## src/hw/pat_pkg.sv

```systemverilog
`default_nettype none

package pat_pkg;

	// ====================================================================
	// widths
	// ====================================================================
	localparam int INSTR_W = 23; // program word
	localparam int DATA_W = 8; // datapath
	localparam int PC_W = 10; // program address
	localparam int REG_ADR_W = 3; // 8 registers
	localparam int SHIFT_AMT_W = 2; // field value 0..3 means shift by 1..4
	localparam int OPC_W = 4;
	localparam int COND_W = 2;

	// ====================================================================
	// opcodes
	// ====================================================================
	// i8 space, immediate forms; low bit set selects the register form
	localparam logic [OPC_W-1:0] OPC_I8_OR = 4'b0000;
	localparam logic [OPC_W-1:0] OPC_I8_AND = 4'b0010;
	localparam logic [OPC_W-1:0] OPC_I8_ADD = 4'b0100;
	localparam logic [OPC_W-1:0] OPC_I8_SUB = 4'b0110;
	localparam logic [OPC_W-1:0] OPC_I8_LDI = 4'b1000; // or with a forced to zero
	localparam logic [OPC_W-1:0] OPC_I8_BF = 4'b1101; // relative branch, imm8 offset
	localparam logic [OPC_W-1:0] OPC_PREFIX = 4'b1111; // escape into i3, then i0

	// i3 space, shifts use the low bit for the register form as well
	localparam logic [OPC_W-1:0] OPC_I3_SHLZ = 4'b0000;
	localparam logic [OPC_W-1:0] OPC_I3_SHLO = 4'b0010;
	localparam logic [OPC_W-1:0] OPC_I3_SHRZ = 4'b0100;
	localparam logic [OPC_W-1:0] OPC_I3_SHRO = 4'b0110; // asr in the older core
	localparam logic [OPC_W-1:0] OPC_I3_IN = 4'b1000; // imm3 is a one-hot port select
	localparam logic [OPC_W-1:0] OPC_I3_OUT = 4'b1011;

	// i0 space
	localparam logic [OPC_W-1:0] OPC_I0_NOT = 4'b0000;
	localparam logic [OPC_W-1:0] OPC_I0_TEST = 4'b0010;
	localparam logic [OPC_W-1:0] OPC_I0_NOP = 4'b0101;

	// branch conditions
	localparam logic [COND_W-1:0] COND_Z = 2'd0;
	localparam logic [COND_W-1:0] COND_NZ = 2'd1;
	localparam logic [COND_W-1:0] COND_N = 2'd2;
	localparam logic [COND_W-1:0] COND_AL = 2'd3;

	localparam logic [INSTR_W-1:0] INSTR_NOP =
		{3'b000, 6'b000000, COND_AL, OPC_PREFIX, OPC_PREFIX, OPC_I0_NOP};

	// ====================================================================
	// types
	// ====================================================================
	typedef enum logic [3:0] {
		ALU_OR, // also ldi
		ALU_AND,
		ALU_ADD,
		ALU_SUB,
		ALU_NOT,
		ALU_SHLZ,
		ALU_SHLO,
		ALU_SHRZ,
		ALU_SHRO,
		ALU_PASS // y = a, for in, out, test, nop, bf
	} alu_op_e;

	typedef struct packed {
		logic [REG_ADR_W-1:0] rn; // source and destination
		logic [5:0] rsvd; // old field buffer bits, ignored
		logic [COND_W-1:0] cond;
		logic [OPC_W-1:0] opcode_i8;
		logic [DATA_W-1:0] imm8; // immediate, register number or branch offset
	} pat_i8_t;

	typedef struct packed {
		logic [REG_ADR_W-1:0] rn;
		logic [5:0] rsvd;
		logic [COND_W-1:0] cond;
		logic [OPC_W-1:0] prefix; // OPC_PREFIX here
		logic [OPC_W-1:0] opcode_i3; // OPC_PREFIX here means i0
		logic [OPC_W-1:0] low; // i0 opcode; imm3 in [2:0]
	} pat_i3_t;

	// one word, two decodings
	typedef union packed {
		pat_i8_t i8;
		pat_i3_t i3;
	} pat_instr_u;

endpackage

`default_nettype wire

```

## src/hw/pat_fetch.sv

```systemverilog
`default_nettype none

module pat_fetch (
	input wire logic clk,
	input wire logic reset,
	input wire logic i_redirect, // taken branch, one cycle
	input wire logic [pat_pkg::PC_W-1:0] i_redirect_pc,
	input wire logic [pat_pkg::INSTR_W-1:0] i_instr, // mem[o_pc], same cycle
	output logic [pat_pkg::PC_W-1:0] o_pc,
	output pat_pkg::pat_instr_u o_instr,
	output logic [pat_pkg::PC_W-1:0] o_instr_pc,
	output logic o_valid
);

	// pc and valid
	always_ff @(posedge clk)
	begin
		if (reset)
		begin
			o_pc <= '0;
			o_valid <= 1'b0;
		end
		else if (i_redirect)
		begin
			o_pc <= i_redirect_pc; // jump to the branch target
			o_valid <= 1'b0; // word at o_pc is on the wrong path
		end
		else
		begin
			o_pc <= o_pc + 1'b1; // one word per cycle, no stalls
			o_valid <= 1'b1;
		end
	end

	// instruction register with the pc it came from
	always_ff @(posedge clk)
	begin
		o_instr <= i_instr;
		o_instr_pc <= o_pc;
	end

endmodule

`default_nettype wire

```

## src/hw/pat_decode.sv

```systemverilog
`default_nettype none

module pat_decode (
	input wire logic clk,
	input wire logic reset,
	input wire pat_pkg::pat_instr_u i_instr,
	input wire logic [pat_pkg::PC_W-1:0] i_instr_pc,
	input wire logic i_valid,
	input wire logic i_flush, // redirect from result
	input wire logic [pat_pkg::DATA_W-1:0] i_in0,
	input wire logic [pat_pkg::DATA_W-1:0] i_in1,
	input wire logic [pat_pkg::DATA_W-1:0] i_in2,
	output logic [pat_pkg::REG_ADR_W-1:0] o_rd_adr_a,
	output logic [pat_pkg::REG_ADR_W-1:0] o_rd_adr_b,
	input wire logic [pat_pkg::DATA_W-1:0] i_rd_data_a,
	input wire logic [pat_pkg::DATA_W-1:0] i_rd_data_b,
	output pat_pkg::alu_op_e o_alu_op,
	output logic [pat_pkg::DATA_W-1:0] o_a,
	output logic [pat_pkg::DATA_W-1:0] o_b,
	output logic [pat_pkg::REG_ADR_W-1:0] o_dest,
	output logic o_wr,
	output logic o_test,
	output logic o_out,
	output logic o_branch,
	output logic [pat_pkg::COND_W-1:0] o_cond,
	output logic [pat_pkg::DATA_W-1:0] o_offset,
	output logic [pat_pkg::PC_W-1:0] o_pc,
	output logic o_valid
);
	import pat_pkg::*;

	logic is_i8; // i8 view applies
	logic is_i3; // i3 view applies, i0 otherwise
	logic [2:0] imm3;
	logic reg_form; // b comes from a register
	logic ldi_op;
	logic in_op;
	logic known; // opcode recognised
	alu_op_e alu_op;
	logic wr, test, out, branch;
	logic [DATA_W-1:0] in_sel, a, b;

	assign is_i8 = (i_instr.i8.opcode_i8 != OPC_PREFIX);
	assign is_i3 = !is_i8 && (i_instr.i3.opcode_i3 != OPC_PREFIX);
	assign imm3 = i_instr.i3.low[2:0];

	assign o_rd_adr_a = i_instr.i8.rn;
	assign o_rd_adr_b = i_instr.i8.imm8[REG_ADR_W-1:0]; // imm3 shares these bits

	// ====================================================================
	// opcode decode
	// ====================================================================
	always_comb
	begin
		alu_op = ALU_PASS;
		reg_form = 1'b0;
		wr = 1'b0;
		test = 1'b0;
		out = 1'b0;
		branch = 1'b0;
		ldi_op = 1'b0;
		in_op = 1'b0;
		known = 1'b1;
		if (is_i8)
		begin
			reg_form = i_instr.i8.opcode_i8[0];
			wr = 1'b1;
			case (i_instr.i8.opcode_i8)
				OPC_I8_OR, OPC_I8_OR | 4'b0001: alu_op = ALU_OR;
				OPC_I8_AND, OPC_I8_AND | 4'b0001: alu_op = ALU_AND;
				OPC_I8_ADD, OPC_I8_ADD | 4'b0001: alu_op = ALU_ADD;
				OPC_I8_SUB, OPC_I8_SUB | 4'b0001: alu_op = ALU_SUB;
				OPC_I8_LDI:
				begin
					alu_op = ALU_OR; // 0 | imm8
					ldi_op = 1'b1;
				end
				OPC_I8_BF:
				begin
					wr = 1'b0;
					branch = 1'b1;
				end
				default:
				begin
					wr = 1'b0;
					known = 1'b0;
				end
			endcase
		end
		else if (is_i3)
		begin
			reg_form = i_instr.i3.opcode_i3[0];
			wr = 1'b1;
			case (i_instr.i3.opcode_i3)
				OPC_I3_SHLZ, OPC_I3_SHLZ | 4'b0001: alu_op = ALU_SHLZ;
				OPC_I3_SHLO, OPC_I3_SHLO | 4'b0001: alu_op = ALU_SHLO;
				OPC_I3_SHRZ, OPC_I3_SHRZ | 4'b0001: alu_op = ALU_SHRZ;
				OPC_I3_SHRO, OPC_I3_SHRO | 4'b0001: alu_op = ALU_SHRO;
				OPC_I3_IN: in_op = 1'b1; // port value rides on a, alu passes it
				OPC_I3_OUT:
				begin
					wr = 1'b0;
					out = 1'b1;
				end
				default:
				begin
					wr = 1'b0;
					known = 1'b0;
				end
			endcase
		end
		else
		begin
			case (i_instr.i3.low)
				OPC_I0_NOT:
				begin
					alu_op = ALU_NOT;
					wr = 1'b1;
				end
				OPC_I0_TEST: test = 1'b1;
				OPC_I0_NOP: alu_op = ALU_PASS; // nothing commits
				default: known = 1'b0;
			endcase
		end
	end

	// ====================================================================
	// operands
	// ====================================================================
	always_comb
	begin
		case (imm3)
			3'b010: in_sel = i_in1;
			3'b100: in_sel = i_in2;
			default: in_sel = i_in0; // 001 and any other select
		endcase
	end

	assign a = ldi_op ? '0 : (in_op ? in_sel : i_rd_data_a);
	assign b = reg_form ? i_rd_data_b :
		(is_i8 ? i_instr.i8.imm8 : {{(DATA_W-3){1'b0}}, imm3});

	always_ff @(posedge clk)
	begin
		if (reset)
			o_valid <= 1'b0;
		else
			o_valid <= i_valid && !i_flush; // squashed behind a taken branch
	end

	always_ff @(posedge clk)
	begin
		o_alu_op <= alu_op;
		o_a <= a;
		o_b <= b;
		o_dest <= i_instr.i8.rn;
		o_wr <= wr;
		o_test <= test;
		o_out <= out;
		o_branch <= branch;
		o_cond <= i_instr.i8.cond; // same bits in both views
		o_offset <= i_instr.i8.imm8;
		o_pc <= i_instr_pc;
	end

	// the program memory only holds words this core can run
	a_known_opcode: assert property (@(posedge clk) disable iff (reset)
		i_valid |-> known);

endmodule

`default_nettype wire

```

## src/hw/pat_regfile.sv

```systemverilog
`default_nettype none

module pat_regfile (
	input wire logic clk,
	input wire logic [pat_pkg::REG_ADR_W-1:0] i_rd_adr_a,
	input wire logic [pat_pkg::REG_ADR_W-1:0] i_rd_adr_b,
	output logic [pat_pkg::DATA_W-1:0] o_rd_data_a,
	output logic [pat_pkg::DATA_W-1:0] o_rd_data_b,
	input wire logic i_wr_en,
	input wire logic [pat_pkg::REG_ADR_W-1:0] i_wr_adr,
	input wire logic [pat_pkg::DATA_W-1:0] i_wr_data
);
	import pat_pkg::*;

	logic [DATA_W-1:0] regs [1 << REG_ADR_W]; // contents undefined until loaded

	// reads are combinational, no bypass from the write port
	assign o_rd_data_a = regs[i_rd_adr_a];
	assign o_rd_data_b = regs[i_rd_adr_b];

	always_ff @(posedge clk)
	begin
		if (i_wr_en)
			regs[i_wr_adr] <= i_wr_data;
	end

	// write-back from result always names a register
	a_wr_adr_known: assert property (@(posedge clk) i_wr_en |-> !$isunknown(i_wr_adr));

endmodule

`default_nettype wire

```

## src/hw/pat_execute.sv

```systemverilog
`default_nettype none

module pat_execute (
	input wire logic clk,
	input wire logic reset,
	input wire logic i_flush,
	input wire pat_pkg::alu_op_e i_alu_op,
	input wire logic [pat_pkg::DATA_W-1:0] i_a,
	input wire logic [pat_pkg::DATA_W-1:0] i_b,
	input wire logic [pat_pkg::REG_ADR_W-1:0] i_dest,
	input wire logic i_wr,
	input wire logic i_test,
	input wire logic i_out,
	input wire logic i_branch,
	input wire logic [pat_pkg::COND_W-1:0] i_cond,
	input wire logic [pat_pkg::DATA_W-1:0] i_offset,
	input wire logic [pat_pkg::PC_W-1:0] i_pc,
	input wire logic i_valid,
	output logic [pat_pkg::DATA_W-1:0] o_result,
	output logic [pat_pkg::DATA_W-1:0] o_a, // register value for test and out
	output logic [pat_pkg::REG_ADR_W-1:0] o_dest,
	output logic o_wr,
	output logic o_test,
	output logic o_out,
	output logic o_branch,
	output logic [pat_pkg::COND_W-1:0] o_cond,
	output logic [pat_pkg::DATA_W-1:0] o_offset,
	output logic [pat_pkg::PC_W-1:0] o_pc,
	output logic o_valid
);
	import pat_pkg::*;

	logic [SHIFT_AMT_W:0] shamt; // 1..4
	logic [DATA_W-1:0] na; // complement of a
	logic [DATA_W-1:0] y;

	assign shamt = {1'b0, i_b[SHIFT_AMT_W-1:0]} + 1'b1;
	assign na = ~i_a;

	// ====================================================================
	// alu and shifter
	// ====================================================================
	always_comb
	begin
		case (i_alu_op)
			ALU_OR: y = i_a | i_b;
			ALU_AND: y = i_a & i_b;
			ALU_ADD: y = i_a + i_b; // wraps mod 256
			ALU_SUB: y = i_a - i_b;
			ALU_NOT: y = na;
			ALU_SHLZ: y = i_a << shamt;
			// one fill is a zero fill of the complement, inverted back
			ALU_SHLO: y = ~(na << shamt);
			ALU_SHRZ: y = i_a >> shamt;
			ALU_SHRO: y = ~(na >> shamt); // vacated top bits become ones
			default: y = i_a; // ALU_PASS
		endcase
	end

	always_ff @(posedge clk)
	begin
		if (reset)
			o_valid <= 1'b0;
		else
			o_valid <= i_valid && !i_flush;
	end

	always_ff @(posedge clk)
	begin
		o_result <= y;
		o_a <= i_a;
		o_dest <= i_dest;
		o_wr <= i_wr;
		o_test <= i_test;
		o_out <= i_out;
		o_branch <= i_branch;
		o_cond <= i_cond;
		o_offset <= i_offset;
		o_pc <= i_pc;
	end

endmodule

`default_nettype wire

```

## src/hw/pat_result.sv

```systemverilog
`default_nettype none

module pat_result (
	input wire logic clk,
	input wire logic reset,
	input wire logic [pat_pkg::DATA_W-1:0] i_result,
	input wire logic [pat_pkg::DATA_W-1:0] i_a,
	input wire logic [pat_pkg::REG_ADR_W-1:0] i_dest,
	input wire logic i_wr,
	input wire logic i_test,
	input wire logic i_out,
	input wire logic i_branch,
	input wire logic [pat_pkg::COND_W-1:0] i_cond,
	input wire logic [pat_pkg::DATA_W-1:0] i_offset,
	input wire logic [pat_pkg::PC_W-1:0] i_pc,
	input wire logic i_valid,
	output logic o_wr_en,
	output logic [pat_pkg::REG_ADR_W-1:0] o_wr_adr,
	output logic [pat_pkg::DATA_W-1:0] o_wr_data,
	output logic o_redirect,
	output logic [pat_pkg::PC_W-1:0] o_redirect_pc,
	output logic [pat_pkg::DATA_W-1:0] o_out_data,
	output logic o_out_valid,
	output logic o_flag_z,
	output logic o_flag_n
);
	import pat_pkg::*;

	logic cond_ok;

	// ====================================================================
	// branch resolve
	// ====================================================================
	always_comb
	begin
		case (i_cond)
			COND_Z: cond_ok = o_flag_z;
			COND_NZ: cond_ok = !o_flag_z; // tests z, not n
			COND_N: cond_ok = o_flag_n;
			default: cond_ok = 1'b1; // COND_AL
		endcase
	end

	// fetch and the two stage registers act on this at the commit edge
	assign o_redirect = i_valid && i_branch && cond_ok;
	assign o_redirect_pc = i_pc + {{(PC_W-DATA_W){i_offset[DATA_W-1]}}, i_offset};

	// ====================================================================
	// commit
	// ====================================================================
	always_ff @(posedge clk)
	begin
		if (reset)
		begin
			o_wr_en <= 1'b0;
			o_out_valid <= 1'b0;
			o_flag_z <= 1'b0;
			o_flag_n <= 1'b0;
		end
		else
		begin
			o_wr_en <= i_valid && i_wr;
			o_out_valid <= i_valid && i_out; // one-cycle strobe
			if (i_valid && i_test)
			begin
				o_flag_z <= (i_a == '0);
				o_flag_n <= i_a[DATA_W-1]; // sign bit
			end
		end
	end

	always_ff @(posedge clk)
	begin
		o_wr_adr <= i_dest;
		o_wr_data <= i_result;
		if (i_valid && i_out)
			o_out_data <= i_a; // holds until the next out
	end

	// the branch writes nothing, and the slot squashed behind it commits nothing
	a_redirect_no_wr: assert property (@(posedge clk) disable iff (reset)
		o_redirect |=> !o_wr_en [*2]);

endmodule

`default_nettype wire

```

## src/hw/pat_core.sv

```systemverilog
`default_nettype none

module pat_core (
	input wire logic clk,
	input wire logic reset,
	output logic [pat_pkg::PC_W-1:0] o_pc,
	input wire logic [pat_pkg::INSTR_W-1:0] i_instr,
	input wire logic [pat_pkg::DATA_W-1:0] i_in0,
	input wire logic [pat_pkg::DATA_W-1:0] i_in1,
	input wire logic [pat_pkg::DATA_W-1:0] i_in2,
	output logic [pat_pkg::DATA_W-1:0] o_out_data,
	output logic o_out_valid,
	output logic o_flag_z,
	output logic o_flag_n
);
	import pat_pkg::*;

	// fetch stage
	pat_instr_u f_instr;
	logic [PC_W-1:0] f_pc;
	logic f_valid;

	// register file ports
	logic [REG_ADR_W-1:0] rd_adr_a, rd_adr_b, wr_adr;
	logic [DATA_W-1:0] rd_data_a, rd_data_b, wr_data;
	logic wr_en;

	// decode stage
	alu_op_e d_alu_op;
	logic [DATA_W-1:0] d_a, d_b, d_offset;
	logic [REG_ADR_W-1:0] d_dest;
	logic d_wr, d_test, d_out, d_branch, d_valid;
	logic [COND_W-1:0] d_cond;
	logic [PC_W-1:0] d_pc;

	// execute stage
	logic [DATA_W-1:0] e_result, e_a, e_offset;
	logic [REG_ADR_W-1:0] e_dest;
	logic e_wr, e_test, e_out, e_branch, e_valid;
	logic [COND_W-1:0] e_cond;
	logic [PC_W-1:0] e_pc;

	// redirect, also the flush of every younger stage
	logic redirect;
	logic [PC_W-1:0] redirect_pc;

	pat_fetch fetch_inst (
		.clk(clk), .reset(reset),
		.i_redirect(redirect), .i_redirect_pc(redirect_pc),
		.i_instr(i_instr), .o_pc(o_pc),
		.o_instr(f_instr), .o_instr_pc(f_pc), .o_valid(f_valid)
	);

	pat_decode decode_inst (
		.clk(clk), .reset(reset),
		.i_instr(f_instr), .i_instr_pc(f_pc), .i_valid(f_valid), .i_flush(redirect),
		.i_in0(i_in0), .i_in1(i_in1), .i_in2(i_in2),
		.o_rd_adr_a(rd_adr_a), .o_rd_adr_b(rd_adr_b),
		.i_rd_data_a(rd_data_a), .i_rd_data_b(rd_data_b),
		.o_alu_op(d_alu_op), .o_a(d_a), .o_b(d_b), .o_dest(d_dest),
		.o_wr(d_wr), .o_test(d_test), .o_out(d_out), .o_branch(d_branch),
		.o_cond(d_cond), .o_offset(d_offset), .o_pc(d_pc), .o_valid(d_valid)
	);

	pat_regfile regfile_inst (
		.clk(clk),
		.i_rd_adr_a(rd_adr_a), .i_rd_adr_b(rd_adr_b),
		.o_rd_data_a(rd_data_a), .o_rd_data_b(rd_data_b),
		.i_wr_en(wr_en), .i_wr_adr(wr_adr), .i_wr_data(wr_data)
	);

	pat_execute execute_inst (
		.clk(clk), .reset(reset), .i_flush(redirect),
		.i_alu_op(d_alu_op), .i_a(d_a), .i_b(d_b), .i_dest(d_dest),
		.i_wr(d_wr), .i_test(d_test), .i_out(d_out), .i_branch(d_branch),
		.i_cond(d_cond), .i_offset(d_offset), .i_pc(d_pc), .i_valid(d_valid),
		.o_result(e_result), .o_a(e_a), .o_dest(e_dest),
		.o_wr(e_wr), .o_test(e_test), .o_out(e_out), .o_branch(e_branch),
		.o_cond(e_cond), .o_offset(e_offset), .o_pc(e_pc), .o_valid(e_valid)
	);

	pat_result result_inst (
		.clk(clk), .reset(reset),
		.i_result(e_result), .i_a(e_a), .i_dest(e_dest),
		.i_wr(e_wr), .i_test(e_test), .i_out(e_out), .i_branch(e_branch),
		.i_cond(e_cond), .i_offset(e_offset), .i_pc(e_pc), .i_valid(e_valid),
		.o_wr_en(wr_en), .o_wr_adr(wr_adr), .o_wr_data(wr_data),
		.o_redirect(redirect), .o_redirect_pc(redirect_pc),
		.o_out_data(o_out_data), .o_out_valid(o_out_valid),
		.o_flag_z(o_flag_z), .o_flag_n(o_flag_n)
	);

endmodule

`default_nettype wire

```

## config.mk

```make
export PLATFORM = sky130hd
export DESIGN_NAME = pat_core
export DESIGN_NICKNAME = d
export VERILOG_FILES = /design/src/hw/pat_pkg.sv /design/src/hw/pat_fetch.sv /design/src/hw/pat_decode.sv /design/src/hw/pat_regfile.sv /design/src/hw/pat_execute.sv /design/src/hw/pat_result.sv /design/src/hw/pat_core.sv
export SDC_FILE = /design/constraint.sdc
export NUM_CORES = 1
export LEC_CHECK = 0
export ABC_CLOCK_PERIOD_IN_PS = 3400
export BUFFER_PORTS_ARGS = -buffer_cell sky130_fd_sc_hd__buf_2
export CAP_MARGIN = 20
export CORE_UTILIZATION = 35
export DETAILED_ROUTE_END_ITERATION = 16
export GPL_TIMING_DRIVEN = 0
export PLACE_DENSITY_LB_ADDON = 0.15
export SLEW_MARGIN = 20
export SYNTH_ARGS = -nofsm -noshare
export SYNTH_HDL_FRONTEND = slang
export SYNTH_SLANG_ARGS = --single-unit
export TNS_END_PERCENT = 5
```

## constraint.sdc

```tcl
create_clock -name clk -period 3.4 [get_ports clk]
set_input_delay 0.34 -clock clk [delete_from_list [all_inputs] [get_ports clk]]
set_output_delay 0.34 -clock clk [all_outputs]
set_load 0.03 [all_outputs]
```

# Word-level counts from Yosys, hierarchy flattened
# Memories as Yosys holds them, arrays and structs flattened. A register that Yosys moved wholly into a read port is not among the register bits.
# Cells that the tools add are included.
# W data, S select, Z words.
word_totals:
  word_cells: 142
  out_inout_bits: 21
  in_bits: 49
  mem_bits_rw: 64
  regBits: 159
  n_memories: 1
memory_table:
  columns: ["name", "words", "width", "read_ports", "rd_clocked_by_memory_dff", "wr", "line", "rtl"]
  rows:
  - ["regfile_inst.regs", 8, 8, 2, 2, 1, "pat_regfile.sv:15", "logic [DATA_W-1:0] regs [1 << REG_ADR_W];"]
classes:
  n_bitwise: 6
  add_sub_neg: 5
  shift: 4
  n_eq_ne: 33
  mux: 30
  n_reduce_logical: 29
ops:
  columns: ["cell", "count"]
  rows:
  - ["$pmux W8 S9", 1]
  - ["$eq A4 B3 Y1 const B", 12]
  - ["$pmux W4 S4", 2]
  - ["$eq A4 B2 Y1 const B", 7]
  - ["$mux W8", 3]
  - ["$not A8 Y8", 3]
  - ["$eq A4 B4 Y1 const B", 5]
  - ["$mux W1", 18]
  - ["$reduce_or A2 Y1", 9]
  - ["$reduce_or A9 Y1", 2]
  - ["$logic_not A4 Y1", 4]
  - ["$pmux W8 S2", 1]
  - ["$shl A8 B3 Y8", 2]
  - ["$shr A8 B3 Y8", 2]
  - ["$eq A4 B1 Y1 const B", 3]
  - ["$mux W4", 3]
  - ["$add A10 B1 Y10 const B", 1]
  - ["$add A10 B10 Y10", 1]
  - ["$mux W10", 1]
  - ["$add A8 B8 Y8", 1]
  - ["$and A8 B8 Y8", 1]
  - ["$logic_and A1 B1 Y1", 8]
  - ["$logic_not A8 Y1", 1]
  - ["$ne A4 B4 Y1 const B", 2]
  - ["12 further kinds", 14]

# Depth between registers and ports, before layout
logic_depth:
  depth_word: 6
  mapped_depth: 14
  ltp_nobuf: 13

# Cells and area by module
# From an unflattened synthesis, not the netlist that was laid out.
hier_totals:
  cells_unflattened: 779
  area_unflattened_um2: 9676.8
modules_own_cells:
  columns: ["module", "n_inst", "cells_each", "area_per_inst_um2", "seq_area_each_um2"]
  rows:
  - ["pat_regfile", 1, 135, 3078.0, 1921.8]
  - ["pat_execute", 1, 277, 2449.8, 880.8]
  - ["pat_decode", 1, 186, 1936.9, 960.9]
  - ["pat_fetch", 1, 92, 1177.4, 880.8]
  - ["pat_result", 1, 89, 1034.7, 540.5]

# Least setup slack after synthesis
# OpenSTA, ideal clock, no wires.
synth_path:
  path_type: "register -> register"
  startpoint: "register decode_inst.o_b[0] (netlist name)"
  endpoint: "register execute_inst.o_result[6] (netlist name)"
  t_required_ps: 3341
  period_less_slack_ps: 2895
  setup_time_ps: 59
  arrival_time_ps: 2835
  n_path_buf: 1
  slack_ps: 505
  stages_incl_launch_ff: 14
  cell_sequence: "dfxtp_1 > buf_2 > inv_1 > ha_1 > inv_1 > nor2_1 > a21o_1 > fa_1 > nor2b_1 > o21a_1 > o21ai_1 > or3b_2 > a21oi_1 > o32a_1"
synth_via:
  elab_chain_cells: 4
  elab_cells_between_ends: 10
  classes_between: "add/sub: 3; shift: 4; mux: 1; bitwise: 2"
synth_rtl:
  columns: ["element", "line", "rtl"]
  rows:
  - ["start: declaration", "pat_decode.sv:19", "output logic [pat_pkg::DATA_W-1:0] o_b,"]
  - ["start signal: assignment", "pat_decode.sv:155", "o_b <= b;"]
  - ["$add A2 B1 Y3", "pat_execute.sv:37", "assign shamt = {1'b0, i_b[SHIFT_AMT_W-1:0]} + 1'b1;"]
  - ["$shr A8 B3 Y8 or $shl A8 B3 Y8 (tied branches)", "pat_execute.sv:55, pat_execute.sv:53", null]
  - ["$not A8 Y8, on equally long branches", "pat_execute.sv:55, pat_execute.sv:53", null]
  - ["$pmux W8 S9 (*)", "pat_execute.sv:45", "case (i_alu_op)"]
  - ["net execute_inst.y[6]", "pat_execute.sv:35", "logic [DATA_W-1:0] y;"]
  - ["end signal: assignment", "pat_execute.sv:70", "o_result <= y;"]
  - ["end: declaration", "pat_execute.sv:19", "output logic [pat_pkg::DATA_W-1:0] o_result,"]
# The timed path passes the listed nets; every way through them passes the cells marked *.
# A chain may end at the register's enable or synchronous reset.

# Worst setup path in the final report
# Same ends and word-level chain as after synthesis.

==> flow_summary.ini <==
[status]
status = finished, final reports clean

[placed_design]
placed_cells = 1102
placed_area_um2 = 9438
gp_congestion = 0.9058
dpl.hpwl_um = 16070
dp_slack_ns = -0.1700
portBuffers = 63

[sta]
fin_skew_ns = 0.03222
period_share = 0.9434
setup_tns_ns = 0
setup_slack_ns = 0.1925
tightest_slew_ns = 1.017
slew_headroom = 0.3193
slew_violations = 0
max_freq_mhz = 311.8
finalCriticalPeriod_ns = 3.208
hold_viol = 0
rsz0062_at_grt = no
setup_viol = 0

[clock_tree]
cts_tree = done
clkTransAtPathRegs_ns = 0.06
clock_path_buffers = 3
clk_latency_ns = 0.53
cts.sink_count = 217
cts-root-buf = clkbuf_16
post_cts_buffers = 0
cts.htree.levels = 1
cts_buffers = 23

[floorplanning]
ios = 70
start_util = 0.3574
fp.dieH_um = 159.6
fp.dieW_um = 159.6
die-area_um2 = 25470
core-area_um2 = 24320
num_rows = 57

[drt]
drcViolationCount = 0
vias_per_cell = 5.132
drt_wl_total_um = 22170
drtIter0Drc = 388
dr.pass1.iters = 4
vias = 5958
postRouteAntennaNets = 0
wl_per_cell_um = 19.09

[yosys]
yosysSeqAreaShare = 0.5827
synth.distinct_cells = 62
synth_ff_type = dfxtp_1
synth_fp_nets = 785
ys_warn_count = 0
synth_cells = 713
async_flop_share = 0
synth_edf_count = 72
synth-seq-cells = 217
synth_area_per_cell_um2 = 12.19
syn-cell-area_um2 = 8692

[final_layout]
diodes = 0
design_area_um2 = 10390
drive_above_1_share = 0.2055
layout.nets = 892
syn_to_final_growth_pct = 19.58
final_cells = 1161

[grt]
track_usage = 0.1760
grt_antenna_before_repair = 0
grt-busiest-layer = met2
grtUsageMet1 = 0.2328
grt_overflow = 0
met3_usage = 0.02579
grt_pass1_vias = 5981
met2_usage = 0.2930
grt_max_degree = 16
grt_pass1_wl_um = 34310

[flow_run]
maxCapViolations = 0

[worst_setup_path]
cp-end-kind = register
ff2ff_setup_slack_ns = 0.19
r2r-start = decode_inst.o_b[0]$_DFF_P_
required_ns = 3.86
critPathArrivalTime_ns = 3.66
crit_type = register to register
timing.rr.end = execute_inst.o_result[6]$_DFF_P_
crit_fanout = 10
cp-start-kind = register
r2r_cells = 13

[power_and_ir_drop]
power_per_cell_area_nw_per_um2 = 588.2
leakagePower_nw = 3.942
ir_drop_mv = 0.4543

[hold_path]
holdCritPathClass = input pin to register
min_from = reset
whs_path_depth = 2
min_to = result_inst.o_out_valid$_SDFF_PP0_
==> kinds of logic (layout without fill, tap and decap cells) <==
kind of cell	count (synthesis)	in the layout	share of synthesized area
DFF	217	217	0.5827
buffers and inverters	52	176	0.02447
adders and majority gates	23	23	0.03484
AOI/OAI and AO/OA	161	161	0.1224
muxes	52	52	0.1074
and+or+nand+nor	182	182	0.1021
xor gates and xnor gates	26	26	0.02620
==> area by class of cell <==
type	count	area, um2
fill	2272	13930
sequential	217	5069
multi-input combinational	444	3430
clock buffer	28	625.6
timing repair buffer	82	500.5
tap	324	405.4
clock inverter	14	148.9
buffer	28	125.1
inverter	24	90.09
==> through the flow <==
stage,util,hold WS (ns),power (mW)
after floorplan,-,0.3096,3.386
after global placement,0.3870,0.3095,3.599
after detailed placement,0.3881,0.3121,3.608
after CTS,0.4271,0.1093,6.169
after global routing,0.4274,0.1294,6.374
final,0.4274,0.1179,6.114
==> critical path: stages (launching register included) <==
cell	delay, ns
dfxtp_4	0.42
buf_4	0.21
inv_1	0.13
ha_1	0.41
inv_2	0.14
nor2_1	0.06
a21o_1	0.17
fa_1	0.40
nor2b_1	0.13
o21a_1	0.14
o21ai_1	0.09
or3b_2	0.47
a21oi_1	0.14
o32a_1	0.21
==> worst max-delay path by stage <==
stage                                from                               end  slack [ns]  cells past startpoint
6_report       decode_inst.o_b[0]$_DFF_P_  execute_inst.o_result[6]$_DFF_P_        0.19                     13
2_1_floorplan  decode_inst.o_b[0]$_DFF_P_  execute_inst.o_result[6]$_DFF_P_        0.51                     13
3_5_place_dp   decode_inst.o_b[0]$_DFF_P_  execute_inst.o_result[6]$_DFF_P_       -0.17                     13
4_1_cts        decode_inst.o_b[0]$_DFF_P_  execute_inst.o_result[6]$_DFF_P_        0.06                     13
3_3_place_gp   decode_inst.o_b[0]$_DFF_P_  execute_inst.o_result[6]$_DFF_P_       -0.22                     13
5_1_grt        decode_inst.o_b[0]$_DFF_P_  execute_inst.o_result[6]$_DFF_P_        0.02                     13
==> synthesized netlist by cell type (10+ instances only) <==
library cell	instances	area, um2
edfxtp_1	72	2162
inv_1	24	90.09
xnor2_1	22	192.7
a21oi_1	38	190.2
mux4_2	32	720.7
a211oi_1	20	150.1
mux2i_1	10	100.1
mux2_2	10	112.6
o22ai_1	16	100.1
nand3_1	14	70.07
dfxtp_1	145	2903
o22a_1	10	87.58
nor3_1	14	70.07
buf_2	11	55.05
o21ai_0	30	150.1
ha_1	21	262.8
nand2_1	36	135.1
clkbuf_1	13	48.80
nor2_1	70	262.8
a21o_1	10	75.07
==> layout by cell type (no fill, tap or decap), types with 4 or more instances in the layout <==
cell type | synthesis | routed
mux2i_1 | 10 | 10
clkbuf_16 | 0 | 24
a211oi_1 | 20 | 20
mux2_2 | 10 | 10
a21o_1 | 10 | 10
a31oi_1 | 5 | 5
o21ai_0 | 30 | 30
nand4_1 | 4 | 4
mux4_2 | 32 | 32
and2_1 | 4 | 4
xor2_1 | 4 | 4
clkinv_2 | 0 | 6
nand3_1 | 14 | 14
o22ai_1 | 16 | 16
buf_2 | 11 | 73
o21a_1 | 4 | 4
nor2b_1 | 8 | 8
dfxtp_1 | 145 | 144
nor3_1 | 14 | 12
buf_4 | 1 | 4
a21oi_1 | 38 | 38
nor4_1 | 6 | 6
dlygate4sd3_1 | 0 | 17
o22a_1 | 10 | 10
clkbuf_1 | 13 | 16
xnor2_1 | 22 | 22
nor2_1 | 70 | 70
edfxtp_1 | 72 | 72
ha_1 | 21 | 21
inv_1 | 24 | 23
nand2_1 | 36 | 36
nand2b_1 | 9 | 9
a221oi_1 | 4 | 4
==> report_power, final <==
group	internal, mW	total (mW)	switching (mW)
clock	1.49	2.54	1.05
sequential	2.83	2.96	0.128
combinational	0.271	0.616	0.344
==> what timing repair did <==
item | CTS | global route
setup endpoints to repair | 2 | 1
hold buffers | 17 | 0
gates cloned | 0 | 0
endpoints found under the hold margin | 17 | 0
gates resized for setup | 2 | 2
==> registers in the layout, summed over array words and instances, names as in the netlist, 10 cells and up <==
signal and cells:
fetch_inst.o_pc 10, decode_inst.o_pc 10, fetch_inst.o_instr_pc 10, regfile_inst.regs 64, execute_inst.o_pc 10, fetch_inst.o_instr 17
==> per-layer routing <==
metal	part of all wire	routed length (um)
met4	0.033	731
met5	0	0
met1	0.45	10070
met2	0.47	10500
met3	0.039	864
No activity file was read; power rests on OpenSTA's default activity.
